<file path="src/ddr_phy_macros.svh">
/*
 * DDR3 PHY data path configuration
 * Widths, DQS group counts, FIFO depths and default delays shared by the
 * write and read paths of the pad wrapper model.
 */
`ifndef DDR_PHY_MACROS_SVH
`define DDR_PHY_MACROS_SVH

// Data bus organisation per DQS group
`define DDR_DQ_PER_GROUP 8
`define DDR_NUM_GROUPS 2
`define DDR_DM_PER_GROUP 1

// Half rate AFI carries four memory time slots per AFI cycle
`define DDR_NUM_SLOTS 4
`define DDR_AFI_RATE_RATIO 2

// Core-to-periphery register depth where zero bypasses the register
`define DDR_C2P_STAGES 1

// Extra delay on the full-rate read-enable ahead of the VFIFO
`define DDR_EXTRA_VFIFO_SHIFT 2

// Valid FIFO size and the initial lead of its write pointer
`define DDR_VFIFO_DEPTH 16
`define DDR_VFIFO_BASE_OFFSET 4

// Latency FIFO taps and the sequencer latency count width
`define DDR_LFIFO_DEPTH 32
`define DDR_LAT_WIDTH 5

`endif

</file>
<file path="src/ddr_phy_pkg.sv">
/*
 * DDR3 PHY data path types
 * Slot, group and bus types for the AFI write bundle and the read
 * valid alignment logic.
 */
`include "ddr_phy_macros.svh"

package ddr_phy_pkg;

	// One DQS group in one time slot
	typedef logic [`DDR_DQ_PER_GROUP-1:0] dq_slot_t;
	typedef logic [`DDR_DM_PER_GROUP-1:0] dm_slot_t;

	// Full AFI buses, ordered by time slot and then by DQS group
	typedef dq_slot_t [`DDR_NUM_SLOTS*`DDR_NUM_GROUPS-1:0] afi_dq_t;
	typedef dm_slot_t [`DDR_NUM_SLOTS*`DDR_NUM_GROUPS-1:0] afi_dm_t;

	// Per group enables, first half-cycle in the low group bits
	typedef logic [`DDR_AFI_RATE_RATIO*`DDR_NUM_GROUPS-1:0] afi_half_t;

	// Everything that crosses the core-to-periphery register
	typedef struct packed {
		afi_dq_t dq;
		afi_dm_t dm;
		afi_half_t wrdata_en;
		afi_half_t dqs_en;
		afi_half_t oct_ena;
	} wr_bundle_t;

	// All slots of a single write lane
	typedef dq_slot_t [`DDR_NUM_SLOTS-1:0] group_dq_t;
	typedef dm_slot_t [`DDR_NUM_SLOTS-1:0] group_dm_t;

	typedef logic [`DDR_LAT_WIDTH-1:0] lat_t;
	typedef logic [`DDR_AFI_RATE_RATIO-1:0] afi_valid_t;

endpackage

</file>
<file path="src/core_periph_delay.sv">
/*
 * Core-to-periphery delay line
 * Shifts any payload through a chain of resettable registers, or passes
 * it straight through when the depth is zero.
 */
module core_periph_delay #(
	parameter type payload_t = logic,
	parameter int depth = 1
) (
	input logic pll_afi_clk,
	input logic reset_n_afi_clk,
	input payload_t d,
	output payload_t q
);

	if (depth == 0) begin : g_bypass
		assign q = d;
	end else begin : g_chain
		payload_t stage [depth];

		// Stage 0 takes the input and the last stage drives the output
		always_ff @(posedge pll_afi_clk or negedge reset_n_afi_clk) begin
			if (!reset_n_afi_clk) begin
				for (int i = 0; i < depth; i++) begin
					stage[i] <= '0;
				end
			end else begin
				stage[0] <= d;
				for (int i = 1; i < depth; i++) begin
					stage[i] <= stage[i - 1];
				end
			end
		end

		assign q = stage[depth - 1];
	end

endmodule

</file>
<file path="src/write_lane.sv">
/*
 * Write lane for one DQS group
 * Picks the group's data, mask and half-cycle enables out of the slot-major
 * AFI write bundle and registers them for the output pads.
 */
`include "ddr_phy_macros.svh"

module write_lane #(
	parameter int group = 0
) (
	input logic pll_afi_clk,
	input logic reset_n_afi_clk,
	input ddr_phy_pkg::wr_bundle_t bundle,
	output ddr_phy_pkg::group_dq_t dq,
	output ddr_phy_pkg::group_dm_t dm,
	output ddr_phy_pkg::group_dq_t dq_oe,
	output logic [`DDR_AFI_RATE_RATIO-1:0] dqs_en,
	output logic [`DDR_AFI_RATE_RATIO-1:0] oct_ena
);

	import ddr_phy_pkg::*;

	localparam int slots_per_half = `DDR_NUM_SLOTS / `DDR_AFI_RATE_RATIO;

	group_dq_t dq_nxt;
	group_dm_t dm_nxt;
	group_dq_t oe_nxt;
	logic [`DDR_AFI_RATE_RATIO-1:0] dqs_en_nxt;
	logic [`DDR_AFI_RATE_RATIO-1:0] oct_ena_nxt;

	// Slot s of this group sits at s * groups + group on the AFI bus
	always_comb begin
		for (int s = 0; s < `DDR_NUM_SLOTS; s++) begin
			dq_nxt[s] = bundle.dq[s * `DDR_NUM_GROUPS + group];
			dm_nxt[s] = bundle.dm[s * `DDR_NUM_GROUPS + group];
			// Output enable is per half-cycle, so each half covers a pair of slots
			oe_nxt[s] = {`DDR_DQ_PER_GROUP{
				bundle.wrdata_en[(s / slots_per_half) * `DDR_NUM_GROUPS + group]}};
		end
		for (int h = 0; h < `DDR_AFI_RATE_RATIO; h++) begin
			dqs_en_nxt[h] = bundle.dqs_en[h * `DDR_NUM_GROUPS + group];
			oct_ena_nxt[h] = bundle.oct_ena[h * `DDR_NUM_GROUPS + group];
		end
	end

	always_ff @(posedge pll_afi_clk or negedge reset_n_afi_clk) begin
		if (!reset_n_afi_clk) begin
			dq <= '0;
			dm <= '0;
			dq_oe <= '0;
			dqs_en <= '0;
			oct_ena <= '0;
		end else begin
			dq <= dq_nxt;
			dm <= dm_nxt;
			dq_oe <= oe_nxt;
			dqs_en <= dqs_en_nxt;
			oct_ena <= oct_ena_nxt;
		end
	end

	// Data is never driven onto the bus without its strobe for that half-cycle
	for (genvar s = 0; s < `DDR_NUM_SLOTS; s++) begin : g_oe_check
		assert property (@(posedge pll_afi_clk) disable iff (!reset_n_afi_clk)
			(|dq_oe[s]) |-> dqs_en[s / slots_per_half]);
	end

endmodule

</file>
<file path="src/read_vfifo.sv">
/*
 * Read valid FIFO for one DQS group
 * Circular bit FIFO that delays the shifted read-enable by the write
 * pointer lead, which the sequencer can grow one step at a time.
 */
`include "ddr_phy_macros.svh"

module read_vfifo (
	input logic pll_afi_clk,
	input logic reset_n_afi_clk,
	input logic fifo_reset,
	input logic qvld,
	input logic inc_wr_ptr,
	output logic valid
);

	localparam int ptr_w = $clog2(`DDR_VFIFO_DEPTH);

	logic [`DDR_VFIFO_DEPTH-1:0] mem;
	logic [ptr_w-1:0] rd_ptr;
	logic [ptr_w-1:0] wr_ptr;
	// Distance from read to write pointer and thus the FIFO delay
	logic [ptr_w:0] lead;

	assign wr_ptr = rd_ptr + lead[ptr_w-1:0];
	assign valid = mem[rd_ptr];

	always_ff @(posedge pll_afi_clk or negedge reset_n_afi_clk) begin
		if (!reset_n_afi_clk) begin
			mem <= '0;
			rd_ptr <= '0;
			lead <= (ptr_w + 1)'(`DDR_VFIFO_BASE_OFFSET);
		end else begin
			rd_ptr <= rd_ptr + 1'b1;
			// An increment moves the write side one entry further ahead
			lead <= lead + (ptr_w + 1)'(inc_wr_ptr);
			if (fifo_reset) begin
				mem <= '0;
			end else begin
				mem[wr_ptr] <= qvld;
			end
		end
	end

	// The sequencer only increments while the lead still fits in the FIFO
	assert property (@(posedge pll_afi_clk) disable iff (!reset_n_afi_clk)
		inc_wr_ptr |-> lead < (ptr_w + 1)'(`DDR_VFIFO_DEPTH - 1));

endmodule

</file>
<file path="src/read_lfifo.sv">
/*
 * Latency FIFO for one DQS group
 * Delays the half-rate read-enable by the sequencer read latency count,
 * with a latency of zero passing the enable straight through.
 */
`include "ddr_phy_macros.svh"

module read_lfifo (
	input logic pll_afi_clk,
	input logic reset_n_afi_clk,
	input logic fifo_reset,
	input logic rdata_en,
	input ddr_phy_pkg::lat_t rd_latency,
	output logic valid
);

	logic [`DDR_LFIFO_DEPTH-2:0] shift;
	logic [`DDR_LFIFO_DEPTH-1:0] taps;

	// Tap k holds the enable from k cycles ago
	assign taps = {shift, rdata_en};
	assign valid = taps[rd_latency];

	always_ff @(posedge pll_afi_clk or negedge reset_n_afi_clk) begin
		if (!reset_n_afi_clk) begin
			shift <= '0;
		end else if (fifo_reset) begin
			shift <= '0;
		end else begin
			shift <= {shift[`DDR_LFIFO_DEPTH-3:0], rdata_en};
		end
	end

endmodule

</file>
<file path="src/read_valid_align.sv">
/*
 * Read valid alignment
 * Runs a VFIFO and an LFIFO per DQS group and registers the AND of all
 * group valids onto the AFI read data valid.
 */
`include "ddr_phy_macros.svh"

module read_valid_align (
	input logic pll_afi_clk,
	input logic reset_n_afi_clk,
	input logic seq_read_fifo_reset,
	input logic rdata_en,
	input logic rdata_en_full_shifted,
	input ddr_phy_pkg::lat_t seq_read_latency_counter,
	input logic [`DDR_NUM_GROUPS-1:0] seq_read_increment_vfifo_fr,
	output ddr_phy_pkg::afi_valid_t afi_rdata_valid
);

	logic [`DDR_NUM_GROUPS-1:0] vfifo_valid;
	logic [`DDR_NUM_GROUPS-1:0] lfifo_valid;
	logic [`DDR_NUM_GROUPS-1:0] group_valid;

	for (genvar g = 0; g < `DDR_NUM_GROUPS; g++) begin : g_group
		read_vfifo read_vfifo_i (
			.pll_afi_clk(pll_afi_clk),
			.reset_n_afi_clk(reset_n_afi_clk),
			.fifo_reset(seq_read_fifo_reset),
			.qvld(rdata_en_full_shifted),
			.inc_wr_ptr(seq_read_increment_vfifo_fr[g]),
			.valid(vfifo_valid[g])
		);

		read_lfifo read_lfifo_i (
			.pll_afi_clk(pll_afi_clk),
			.reset_n_afi_clk(reset_n_afi_clk),
			.fifo_reset(seq_read_fifo_reset),
			.rdata_en(rdata_en),
			.rd_latency(seq_read_latency_counter),
			.valid(lfifo_valid[g])
		);

		// A group only counts when both FIFOs agree on the same cycle
		assign group_valid[g] = vfifo_valid[g] & lfifo_valid[g];
	end

	always_ff @(posedge pll_afi_clk or negedge reset_n_afi_clk) begin
		if (!reset_n_afi_clk) begin
			afi_rdata_valid <= '0;
		end else begin
			afi_rdata_valid <= {`DDR_AFI_RATE_RATIO{&group_valid}};
		end
	end

endmodule

</file>
<file path="src/ddr_phy_io_top.sv">
/*
 * DDR3 PHY I/O data path
 * Core-to-periphery register, per group write lanes, the extra VFIFO
 * shift and the read valid alignment, all on the AFI clock.
 */
`include "ddr_phy_macros.svh"

module ddr_phy_io_top (
	input logic pll_afi_clk,
	input logic reset_n_afi_clk,
	input ddr_phy_pkg::afi_dq_t phy_ddio_dq,
	input ddr_phy_pkg::afi_dm_t phy_ddio_wrdata_mask,
	input ddr_phy_pkg::afi_half_t phy_ddio_wrdata_en,
	input ddr_phy_pkg::afi_half_t phy_ddio_dqs_en,
	input ddr_phy_pkg::afi_half_t phy_ddio_oct_ena,
	input ddr_phy_pkg::afi_valid_t afi_rdata_en,
	input ddr_phy_pkg::afi_valid_t afi_rdata_en_full,
	input ddr_phy_pkg::lat_t seq_read_latency_counter,
	input logic [`DDR_NUM_GROUPS-1:0] seq_read_increment_vfifo_fr,
	input logic seq_read_fifo_reset,
	output ddr_phy_pkg::group_dq_t lane_dq [`DDR_NUM_GROUPS],
	output ddr_phy_pkg::group_dm_t lane_dm [`DDR_NUM_GROUPS],
	output ddr_phy_pkg::group_dq_t lane_dq_oe [`DDR_NUM_GROUPS],
	output logic [`DDR_AFI_RATE_RATIO-1:0] lane_dqs_en [`DDR_NUM_GROUPS],
	output logic [`DDR_AFI_RATE_RATIO-1:0] lane_oct_ena [`DDR_NUM_GROUPS],
	output ddr_phy_pkg::afi_valid_t afi_rdata_valid
);

	import ddr_phy_pkg::*;

	wr_bundle_t wr_bundle;
	wr_bundle_t wr_bundle_c2p;
	logic rdata_en_full_shifted;

	assign wr_bundle.dq = phy_ddio_dq;
	assign wr_bundle.dm = phy_ddio_wrdata_mask;
	assign wr_bundle.wrdata_en = phy_ddio_wrdata_en;
	assign wr_bundle.dqs_en = phy_ddio_dqs_en;
	assign wr_bundle.oct_ena = phy_ddio_oct_ena;

	// Optional register between the core and the I/O periphery
	core_periph_delay #(
		.payload_t(wr_bundle_t),
		.depth(`DDR_C2P_STAGES)
	) c2p_delay_i (
		.pll_afi_clk(pll_afi_clk),
		.reset_n_afi_clk(reset_n_afi_clk),
		.d(wr_bundle),
		.q(wr_bundle_c2p)
	);

	for (genvar g = 0; g < `DDR_NUM_GROUPS; g++) begin : g_lane
		write_lane #(
			.group(g)
		) write_lane_i (
			.pll_afi_clk(pll_afi_clk),
			.reset_n_afi_clk(reset_n_afi_clk),
			.bundle(wr_bundle_c2p),
			.dq(lane_dq[g]),
			.dm(lane_dm[g]),
			.dq_oe(lane_dq_oe[g]),
			.dqs_en(lane_dqs_en[g]),
			.oct_ena(lane_oct_ena[g])
		);
	end

	// Only the first full-rate enable bit feeds the VFIFOs
	core_periph_delay #(
		.payload_t(logic),
		.depth(`DDR_EXTRA_VFIFO_SHIFT)
	) extra_shift_i (
		.pll_afi_clk(pll_afi_clk),
		.reset_n_afi_clk(reset_n_afi_clk),
		.d(afi_rdata_en_full[0]),
		.q(rdata_en_full_shifted)
	);

	read_valid_align read_valid_align_i (
		.pll_afi_clk(pll_afi_clk),
		.reset_n_afi_clk(reset_n_afi_clk),
		.seq_read_fifo_reset(seq_read_fifo_reset),
		.rdata_en(afi_rdata_en[0]),
		.rdata_en_full_shifted(rdata_en_full_shifted),
		.seq_read_latency_counter(seq_read_latency_counter),
		.seq_read_increment_vfifo_fr(seq_read_increment_vfifo_fr),
		.afi_rdata_valid(afi_rdata_valid)
	);

endmodule

</file>
<file path="config.mk">
export PLATFORM = sky130hd
export DESIGN_NAME = ddr_phy_io_top
export DESIGN_NICKNAME = d
export VERILOG_FILES = /design/src/ddr_phy_pkg.sv /design/src/core_periph_delay.sv /design/src/write_lane.sv /design/src/read_vfifo.sv /design/src/read_lfifo.sv /design/src/read_valid_align.sv /design/src/ddr_phy_io_top.sv
export VERILOG_INCLUDE_DIRS = /design/src /design/src/src
export SDC_FILE = /design/constraint.sdc
export NUM_CORES = 1
export LEC_CHECK = 0
export BUFFER_PORTS_ARGS = -buffer_cell sky130_fd_sc_hd__buf_2
export CORE_ASPECT_RATIO = 0.9
export CORE_MARGIN = 2
export CORE_UTILIZATION = 53
export CTS_CLUSTER_SIZE = 12
export DETAILED_ROUTE_END_ITERATION = 10
export GPL_ROUTABILITY_DRIVEN = 0
export PLACE_DENSITY = 0.79
export SLEW_MARGIN = 30
export SYNTH_ARGS = -nofsm -noshare
export SYNTH_HDL_FRONTEND = slang
export SYNTH_HIERARCHICAL = 1
export SYNTH_SLANG_ARGS = --single-unit
</file>
<file path="constraint.sdc">
create_clock -name pll_afi_clk -period 2.6 [get_ports pll_afi_clk]
set_input_delay 0.52 -clock pll_afi_clk [delete_from_list [all_inputs] [get_ports pll_afi_clk]]
set_output_delay 0.52 -clock pll_afi_clk [all_outputs]
set_load 0.02 [all_outputs]
</file>
Word-level counts from Yosys, hierarchy flattened --
Cells that the tools add are included.
Storage, ports and cells: output and inout port bits 146, word-level logic and storage cells 90, bits in registers 283, input port bits 98
Operators by class: add/sub/neg operators 6, muxes and demuxes 18, order comparisons 7, reduce and logical (&&, ||, !) cells 3, bitwise gates (word level) 2
Operators with widths (number):
- two-way mux 31 bit | 2
- bitwise mux 16 bit | 2
- two-way mux 16 bit | 2
- less-than comparator 4 x 5 -> 1 bit (second input constant) | 4
- adder 5 x 1 -> 5 bit | 2
- binary-select mux 1 bit (select 5 bit) | 2
- adder 4 x 1 -> 4 bit (second input constant) | 2
- adder 4 bit | 2
- binary-select mux 1 bit (select 4 bit) | 2
- demux 1 bit (select 4 bit) | 2
- >= comparator 4 x 1 -> 1 bit (second input constant) | 2
- less-than comparator 5 x 6 -> 1 bit (second input constant) | 1
- two-way mux 1 bit | 6
- AND 1 bit | 2
- logical AND 1 bit | 2
- AND reduction 2 bit | 1

Logic depth before layout (Yosys ltp) --
Gate-level depths: netlist (run 1).
depth in word-level cells 7, mapped depth 8, depth with buffers taken out 6

Hierarchy --
The synthesis (run 1) kept the hierarchy.
By module, submodules not included:
- read_lfifo | cells an instance 106, area each 1306.3 um^2, sequential area each 775.7 um^2, instances 2
- write_lane | cells an instance 72, area each 1276.2 um^2, sequential area each 1051.0 um^2, instances 2
- core_periph_delay at c2p_delay_i | cells an instance 84, area each 2102.0 um^2, sequential area each 2102.0 um^2, instances 1
- read_vfifo at read_valid_align_i.g_group[1].read_vfifo_i | cells an instance 117, area each 1383.8 um^2, sequential area each 601.8 um^2, instances 1
- read_vfifo at read_valid_align_i.g_group[0].read_vfifo_i | cells an instance 118, area each 1372.6 um^2, sequential area each 601.8 um^2, instances 1
- core_periph_delay at extra_shift_i | cells an instance 2, area each 50.0 um^2, sequential area each 50.0 um^2, instances 1
- read_valid_align | cells an instance 3, area each 41.3 um^2, sequential area each 25.0 um^2, instances 1

Worst setup path after synthesis (run 1) --
No wires, ideal clock.
path type register -> register, start register read_valid_align_i.g_group[0].read_vfifo_i.rd_ptr[0], end register read_valid_align_i.g_group[0].read_vfifo_i.mem[0], slack 0.660 ns, setup time 0.079 ns, required time 2.521 ns, path buffers 0, clock period less this slack 1.940 ns, stages on the path, launching flop included 7, arrival time 1.861 ns, cells stage by stage dfrtp_1 > ha_1 > fa_1 > xnor2_1 > nand2_1 > nor3_1 > mux2i_1
Between the ends: word-level cells in the longest chain between the ends 7, elaborated cells on any way between the ends 8, classes of those cells 1 x add/sub; 2 x order compare; 4 x mux; 1 x reduce/logical
RTL lines:
- start, declared | RTL line read_vfifo.sv:20 | logic [ptr_w-1:0] rd_ptr;
- start signal, assigned | RTL line read_vfifo.sv:34 | rd_ptr <= rd_ptr + 1'b1;
- adder 4 bit * | RTL line read_vfifo.sv:25 | assign wr_ptr = rd_ptr + lead[ptr_w-1:0];
- less-than comparator 4 x 5 -> 1 bit (implied by the code) / >= comparator 4 x 1 -> 1 bit (equally long branches) | RTL line read_vfifo.sv:40 | mem[wr_ptr] <= qvld;
- logical AND 1 bit (implied by the code) | RTL line read_vfifo.sv:40
- two-way mux 1 bit (implied by the code) | RTL line read_vfifo.sv:40
- demux 1 bit (select 4 bit) * | RTL line read_vfifo.sv:40
- bitwise mux 16 bit * | RTL line read_vfifo.sv:40
- two-way mux 16 bit * | RTL line read_vfifo.sv:37 | if (fifo_reset) begin
- end signal, assigned by index | RTL line read_vfifo.sv:40
- end, declared | RTL line read_vfifo.sv:19 | logic [`DDR_VFIFO_DEPTH-1:0] mem;
Every way passes the cells marked *; elsewhere a longest branch is shown, timed or not.

Worst setup path after layout (run 1) --
start register read_valid_align_i.g_group[1].read_vfifo_i.rd_ptr[0], end register read_valid_align_i.g_group[1].read_vfifo_i.mem[4]
Between the ends: word-level cells in the longest chain between the ends 7, elaborated cells on any way between the ends 8, classes of those cells 1 x add/sub; 2 x order compare; 4 x mux; 1 x reduce/logical
RTL lines (RTL line):
- start, declared | read_vfifo.sv:20
- start signal, assigned | read_vfifo.sv:34
- adder 4 bit * | read_vfifo.sv:25
- less-than comparator 4 x 5 -> 1 bit (implied by the code) / >= comparator 4 x 1 -> 1 bit (equally long branches) | read_vfifo.sv:40
- logical AND 1 bit (implied by the code) | read_vfifo.sv:40
- two-way mux 1 bit (implied by the code) | read_vfifo.sv:40
- demux 1 bit (select 4 bit) * | read_vfifo.sv:40
- bitwise mux 16 bit * | read_vfifo.sv:40
- two-way mux 16 bit * | read_vfifo.sv:37
- end signal, assigned by index | read_vfifo.sv:40
- end, declared | read_vfifo.sv:19
Marked as above.

==> metrics, run 1 <==
outcome finished, final reports clean; drt total wl 17250 µm; clk_lat worst skew 0.54 ns; crit-path max FO 7; Setup WS post-layout 0.2834 ns; gr ovfl total 0; H-tree depth 1; crit start category flop; dpl cells 1089; post-synthesis sequential area ratio 0.6954; critical path arrival 2.77 ns; RSZ-0062 raised after global routing false; fmax 431.7 MHz; area grow syn2layout 18.52%; Hold Fails Final Rpt 0; Post-DP Area 11140 µm²; Peak VDD IR 0.7031 mV; min-delay src phy_ddio_dq[19]; row count 47; PortBufs 241; CTS Root Cell clkbuf_16; 1st-iter DRT viols 300; Antenna diodes 0; element type at the critical path end flop; initial core utilization 0.5460; # DRC 0; Final period util 0.8910; Synth Instances 680; initial antenna violation count 0; Pre-Repair DR Iteration Count 4; clk slew on worst S/H paths 0.06 ns; max_slew headroom 0.5173; via count of the first global-routing pass 5666; Vias 5527; critical path class flop to flop; Synth Flop Type dfrtp_1; endpoints failing setup 0; Synth Cell Area 10110 µm²; post-synth top area share 0.6903; max cap viols 0; Final ANT Viol Nets 0; Core Region 18520 µm²; Detailed Place HPWL 11000 µm; pwr dens 850.0 nW/µm²; Post-Syn Area per Cell 14.87 µm²; Final Max Tran Viols 0; Worst Path Required 3.05 ns; cell area after layout 11990 µm²; worst min-delay path class input pin to flop; FILL cells 1390; clk_skew 0.02303 ns; hold_buf cts 1; Post-synth EDFFs 0; Post-synth ARST share 1.000; via density per instance 4.861; Yosys cell types 37; wire per inst 15.17 µm; num ports 244; Final #Nets 987; cell leakage power 6.001 nW; Layout Cells excl Fill 1137; first-pass GRT wire length 28640 µm; Net Count, Synth 792; CTS resizes 0; GRT Total Usage 0.1764; Setup TNS 0 ns; worst-margin pin slew 0.7240 ns; top post-synthesis cells by area dfrtp_1 69%, mux2i_1 6.3%, buf_4 4.8%; yosys warns 6; Final min period 2.317 ns; top post-synthesis cells by count 279 x dfrtp_1, 65 x nor2b_1, 64 x buf_4, 64 x mux2i_1, 40 x nand2b_1; CTS buffer count 28; most numerous cell in the Yosys netlist dfrtp_1; Setup Fix Bufs, Post-CTS 0; area leader, netlist dfrtp_1; FF-to-FF setup slack 0.28 ns; Die Y 135.1 µm; clk sinks 281; die area 20210 µm²; die width 149.6 µm; largest net degree at the start of global routing 87; register bit count reported by yosys 281; worst slack, placed 0.3155 ns; share of cells above drive strength 1 0.3240; Max Root-Sink Buffers 3; CTS tree done
[critical path: stages, from the launching register on]
cell,delay (ns)
dfrtp_1,0.49
ha_1,0.28
fa_1,0.42
xor2_1,0.42
nand2_1,0.15
nor3_1,0.23
mux2i_1,0.24
[layout make-up]
class                   count  area, µm²  area share
multi-input cells         312       2445      0.2039
inverters                   2      7.507   0.0006262
clock buffers              43      777.0     0.06482
repair buffers            250       1361      0.1136
flip-flops and latches    281       7034      0.5868
clock inverters             4      56.30    0.004697
well taps                 245      306.5     0.02557
[layer usage]
layer,up-vias,share of wire,global-route usage
li1,2603,-,-
met1,2711,0.44,0.2500
met2,189,0.46,0.2696
met3,24,0.082,0.05541
met4,0,0.016,0.04392
met5,-,0,0
[state kept, by name, indices dropped and copies added (netlist names)]
register	cells
c2p_delay_i/q	84
extra_shift_i/g_chain.stage	1
extra_shift_i/q	1
g_lane.write_lane_i/dm	8
g_lane.write_lane_i/dq	64
g_lane.write_lane_i/dq_oe	4
g_lane.write_lane_i/dqs_en	4
g_lane.write_lane_i/oct_ena	4
read_valid_align_i/afi_rdata_valid	1
read_valid_align_i/g_group.read_lfifo_i/shift	62
read_valid_align_i/g_group.read_vfifo_i/lead	8
read_valid_align_i/g_group.read_vfifo_i/mem	32
read_valid_align_i/g_group.read_vfifo_i/rd_ptr	8
[placed cells by master, fill, tap and decap left out, types with 4 or more instances in the layout]
| cell type | instances |
|---|---|
| o21bai_1 | 4 |
| ha_1 | 12 |
| clkbuf_16 | 28 |
| nor2_1 | 14 |
| nor2b_1 | 65 |
| nand2b_1 | 40 |
| nor4_1 | 12 |
| xor2_1 | 8 |
| a22oi_1 | 8 |
| nor3_1 | 4 |
| o21ai_0 | 4 |
| buf_2 | 240 |
| buf_12 | 6 |
| dfrtp_1 | 279 |
| xnor2_1 | 6 |
| mux2i_1 | 64 |
| mux4_1 | 8 |
| nand3_1 | 10 |
| nand2_1 | 18 |
| a21oi_1 | 8 |
| o21ai_1 | 6 |
| clkbuf_1 | 13 |
[kinds of logic (layout without fill, tap and decap cells)]
kind of cell	after synthesis	after routing	share of synthesized area
compound gates	38	38	0.02412
buf+inv	87	299	0.06321
xor+xnor	14	14	0.01212
mux	74	74	0.08857
flops	281	281	0.6954
simple gates	172	172	0.09772
fa+ha+maj	14	14	0.01880
[path summary, 6_finish.rpt]
kind / endpoint / depth (start not counted)
setup / recovery: flop / 6
hold / removal: c2p_delay_i/q[39] / 1
setup reg to reg: flop / 6
hold reg to reg: g_lane[1].write_lane_i/dq[31] / 0
max in group asynchronous: read_valid_align_i/g_group[0].read_vfifo_i/lead[2] / 3
min in group asynchronous: c2p_delay_i/q[46] / 2
[where the power goes]
part           leakage (nW)  switching (W)  internal [W]
Clock                 0.404        0.00152       0.00214
Combinational          2.10        0.00105      0.000646
Sequential             3.50       0.000153       0.00468
Total                  6.00        0.00273       0.00746
[per-stage QoR]
step	hold slack, ns	util	power [W]
final	0.08370	0.6471	0.01019
after global routing	0.05750	0.6471	0.01075
after CTS	0.06230	0.6471	0.01032
after detailed placement	0.3347	0.6016	0.006596
after global placement	0.3313	0.6014	0.006550
after floorplan	0.2244	-	0.006173
No activity file was read; power rests on OpenSTA's default activity.
==> run 2, diff against run 1 <==
--- a/config.mk
+++ b/config.mk
@@ -14,6 +14,7 @@
 export DETAILED_ROUTE_END_ITERATION = 10
 export GPL_ROUTABILITY_DRIVEN = 0
 export PLACE_DENSITY = 0.79
+export RECOVER_POWER = 50
 export SLEW_MARGIN = 30
 export SYNTH_ARGS = -nofsm -noshare
 export SYNTH_HDL_FRONTEND = slang
==> metrics, run 2 (synthesis results as in run 1) <==
Final period util 0.8818 (was 0.8910); most frequent cells in the layout 279 x dfrtp_1, 239 x buf_2, 65 x nor2b_1 (was 279 x dfrtp_1, 240 x buf_2, 65 x nor2b_1); most common cell after layout, fill and taps aside dfrtp_1 (unchanged); Max Root-Sink Buffers 3 (unchanged); largest net degree at the start of global routing 87 (unchanged); Final ANT Viol Nets 0 (unchanged); Worst Path Required 3.05 ns (about the same); via count of the first global-routing pass 5666 (unchanged); element type at the critical path end flop (unchanged); outcome finished, violations left (was finished, final reports clean); hold endpoint c2p_delay_i/q[39] (unchanged); H-tree depth 1 (unchanged); worst path cell trace ha_1 > fa_1 > xor2_1 > nand2_1 > nor3_1 > mux2i_1 (unchanged); worst min-delay path class input pin to flop (unchanged); Pre-Repair DR Iteration Count 4 (unchanged); Peak VDD IR 0.7032 mV (was 0.7031 mV); critical path arrival 2.74 ns (was 2.77 ns); Final Max Tran Viols 144 (was 0); failing checks max-capacitance violations, max-slew violations; drt total wl 17220 µm (was 17250 µm); Core Region 18520 µm² (unchanged); first-pass GRT wire length 28640 µm (unchanged); fmax 436.2 MHz (was 431.7 MHz); pwr dens 852.2 nW/µm² (was 850.0 nW/µm²); 1st-iter DRT viols 265 (was 300); PortBufs 241 (unchanged); CTS Root Cell clkbuf_16 (unchanged); critical path class flop to flop (unchanged); num ports 244 (unchanged); Die Y 135.1 µm (unchanged); Final Util 0.6453 (was 0.6471); max cap viols 2 (was 0); clk_skew 0.02269 ns (was 0.02303 ns); Hold Fails Final Rpt 0 (unchanged); RSZ-0062 raised after global routing false (unchanged); endpoints failing setup 0 (unchanged); CTS buffer count 28 (unchanged); crit-path max FO 7 (unchanged); initial antenna violation count 0 (unchanged); die area 20210 µm² (unchanged); cell leakage power 5.984 nW (was 6.001 nW); Vias 5529 (was 5527); CTS tree done (unchanged); worst hold path depth 1 (unchanged); # DRC 0 (unchanged); slowest cell delay on critical path 0.47 ns (was 0.49 ns); Final min period 2.293 ns (was 2.317 ns); max_slew headroom -0.02358 (was 0.5173); wire per inst 15.15 µm (was 15.17 µm); clk sinks 281 (unchanged); clk_lat worst skew 0.54 ns (about the same); crit start category flop (unchanged); gr ovfl total 0 (unchanged); FF-to-FF setup slack 0.31 ns (was 0.28 ns); initial core utilization 0.5460 (unchanged); clk slew on worst S/H paths 0.06 ns (about the same); min-delay src phy_ddio_dq[19] (unchanged); area grow syn2layout 18.18% (was 18.52%); via density per instance 4.863 (was 4.861); max reg flops 84 (unchanged); Setup TNS 0 ns (unchanged); worst-margin pin slew 1.535 ns (was 0.7240 ns); CP max-delay cell dfrtp_1 (unchanged); worst reg2reg path depth 6 (unchanged); row count 47 (unchanged); share of cells above drive strength 1 0.3206 (was 0.3240); Final #Nets 987 (unchanged); Antenna diodes 0 (unchanged); GRT Total Usage 0.1764 (unchanged); die width 149.6 µm (unchanged); Detailed Place HPWL 11000 µm (unchanged)
[run 2: changes by cell type in the layout (fill, tap and decap cells not counted), sizes merged]
| cell | change |
|---|---|
| clkbuf | +5 |
| buf | -5 |
[run 2: timing repair]
action	4_1_cts	5_1_grt
endpoints found under the hold margin	55	0
hold buffers	1	0
resized for setup	0	0
setup buffers	0	0
[run 2: report_power, final]
part	leakage (nW)	internal (W)	switching, W	total, W
clock	0.404	0.00214	0.00153	0.00366
combinational	2.08	0.000642	0.00105	0.00169
sequential	3.50	0.00468	0.000153	0.00483
total	5.98	0.00746	0.00273	0.0102
[run 2: metal layers]
layer / up-vias / routed length [µm] / track usage / share of wire
li1: 2603 / - / - / -
met1: 2725 / 7631 / 0.2500 / 0.44
met2: 177 / 7953 / 0.2696 / 0.46
met3: 24 / 1359 / 0.05541 / 0.079
met4: 0 / 279 / 0.04392 / 0.016
met5: - / 0 / 0 / 0
[run 2: how the worst max path moves through the flow]
stage / start / to / cells after the start
4_1_cts: flop / flop / 6
3_5_place_dp: flop / flop / 6
6_report: flop / flop / 6
2_1_floorplan: flop / flop / 6
3_3_place_gp: flop / flop / 5
5_1_grt: flop / flop / 6
[run 2: worst max-delay path: cells and delay by family (launching register included)]
family,cells,cell delay (ns)
fa+ha+maj,2,0.69
flops,1,0.47
xor+xnor,1,0.43
simple gates,2,0.38
mux,1,0.24
[run 2: layout make-up]
class,count,area [µm²]
Fill cell,1396,6570
Tap cell,245,306.5
Inverter,2,7.507
Clock inverter,4,56.30
Sequential cell,281,7034
Multi-Input combinational cell,312,2445
Timing Repair Buffer,250,1328
Clock buffer,43,777.0
[run 2: metrics by stage]
step / instance area (µm²) / total power (W) / instances / hold WS, ns / worst slack (ns)
6_report: 11950 / 0.01019 / 1137 / 0.08413 / 0.3074
5_1_grt: 11950 / 0.01074 / 1137 / 0.05750 / 0.1461
3_5_place_dp: 11140 / 0.006596 / 1089 / 0.3347 / 0.3155
4_1_cts: 11990 / 0.01032 / 1137 / 0.06230 / 0.3025
2_1_floorplan: 10110 / 0.006173 / 680 / 0.2244 / 0.6599
3_3_place_gp: 11140 / 0.006550 / 1089 / 0.3313 / 0.2560
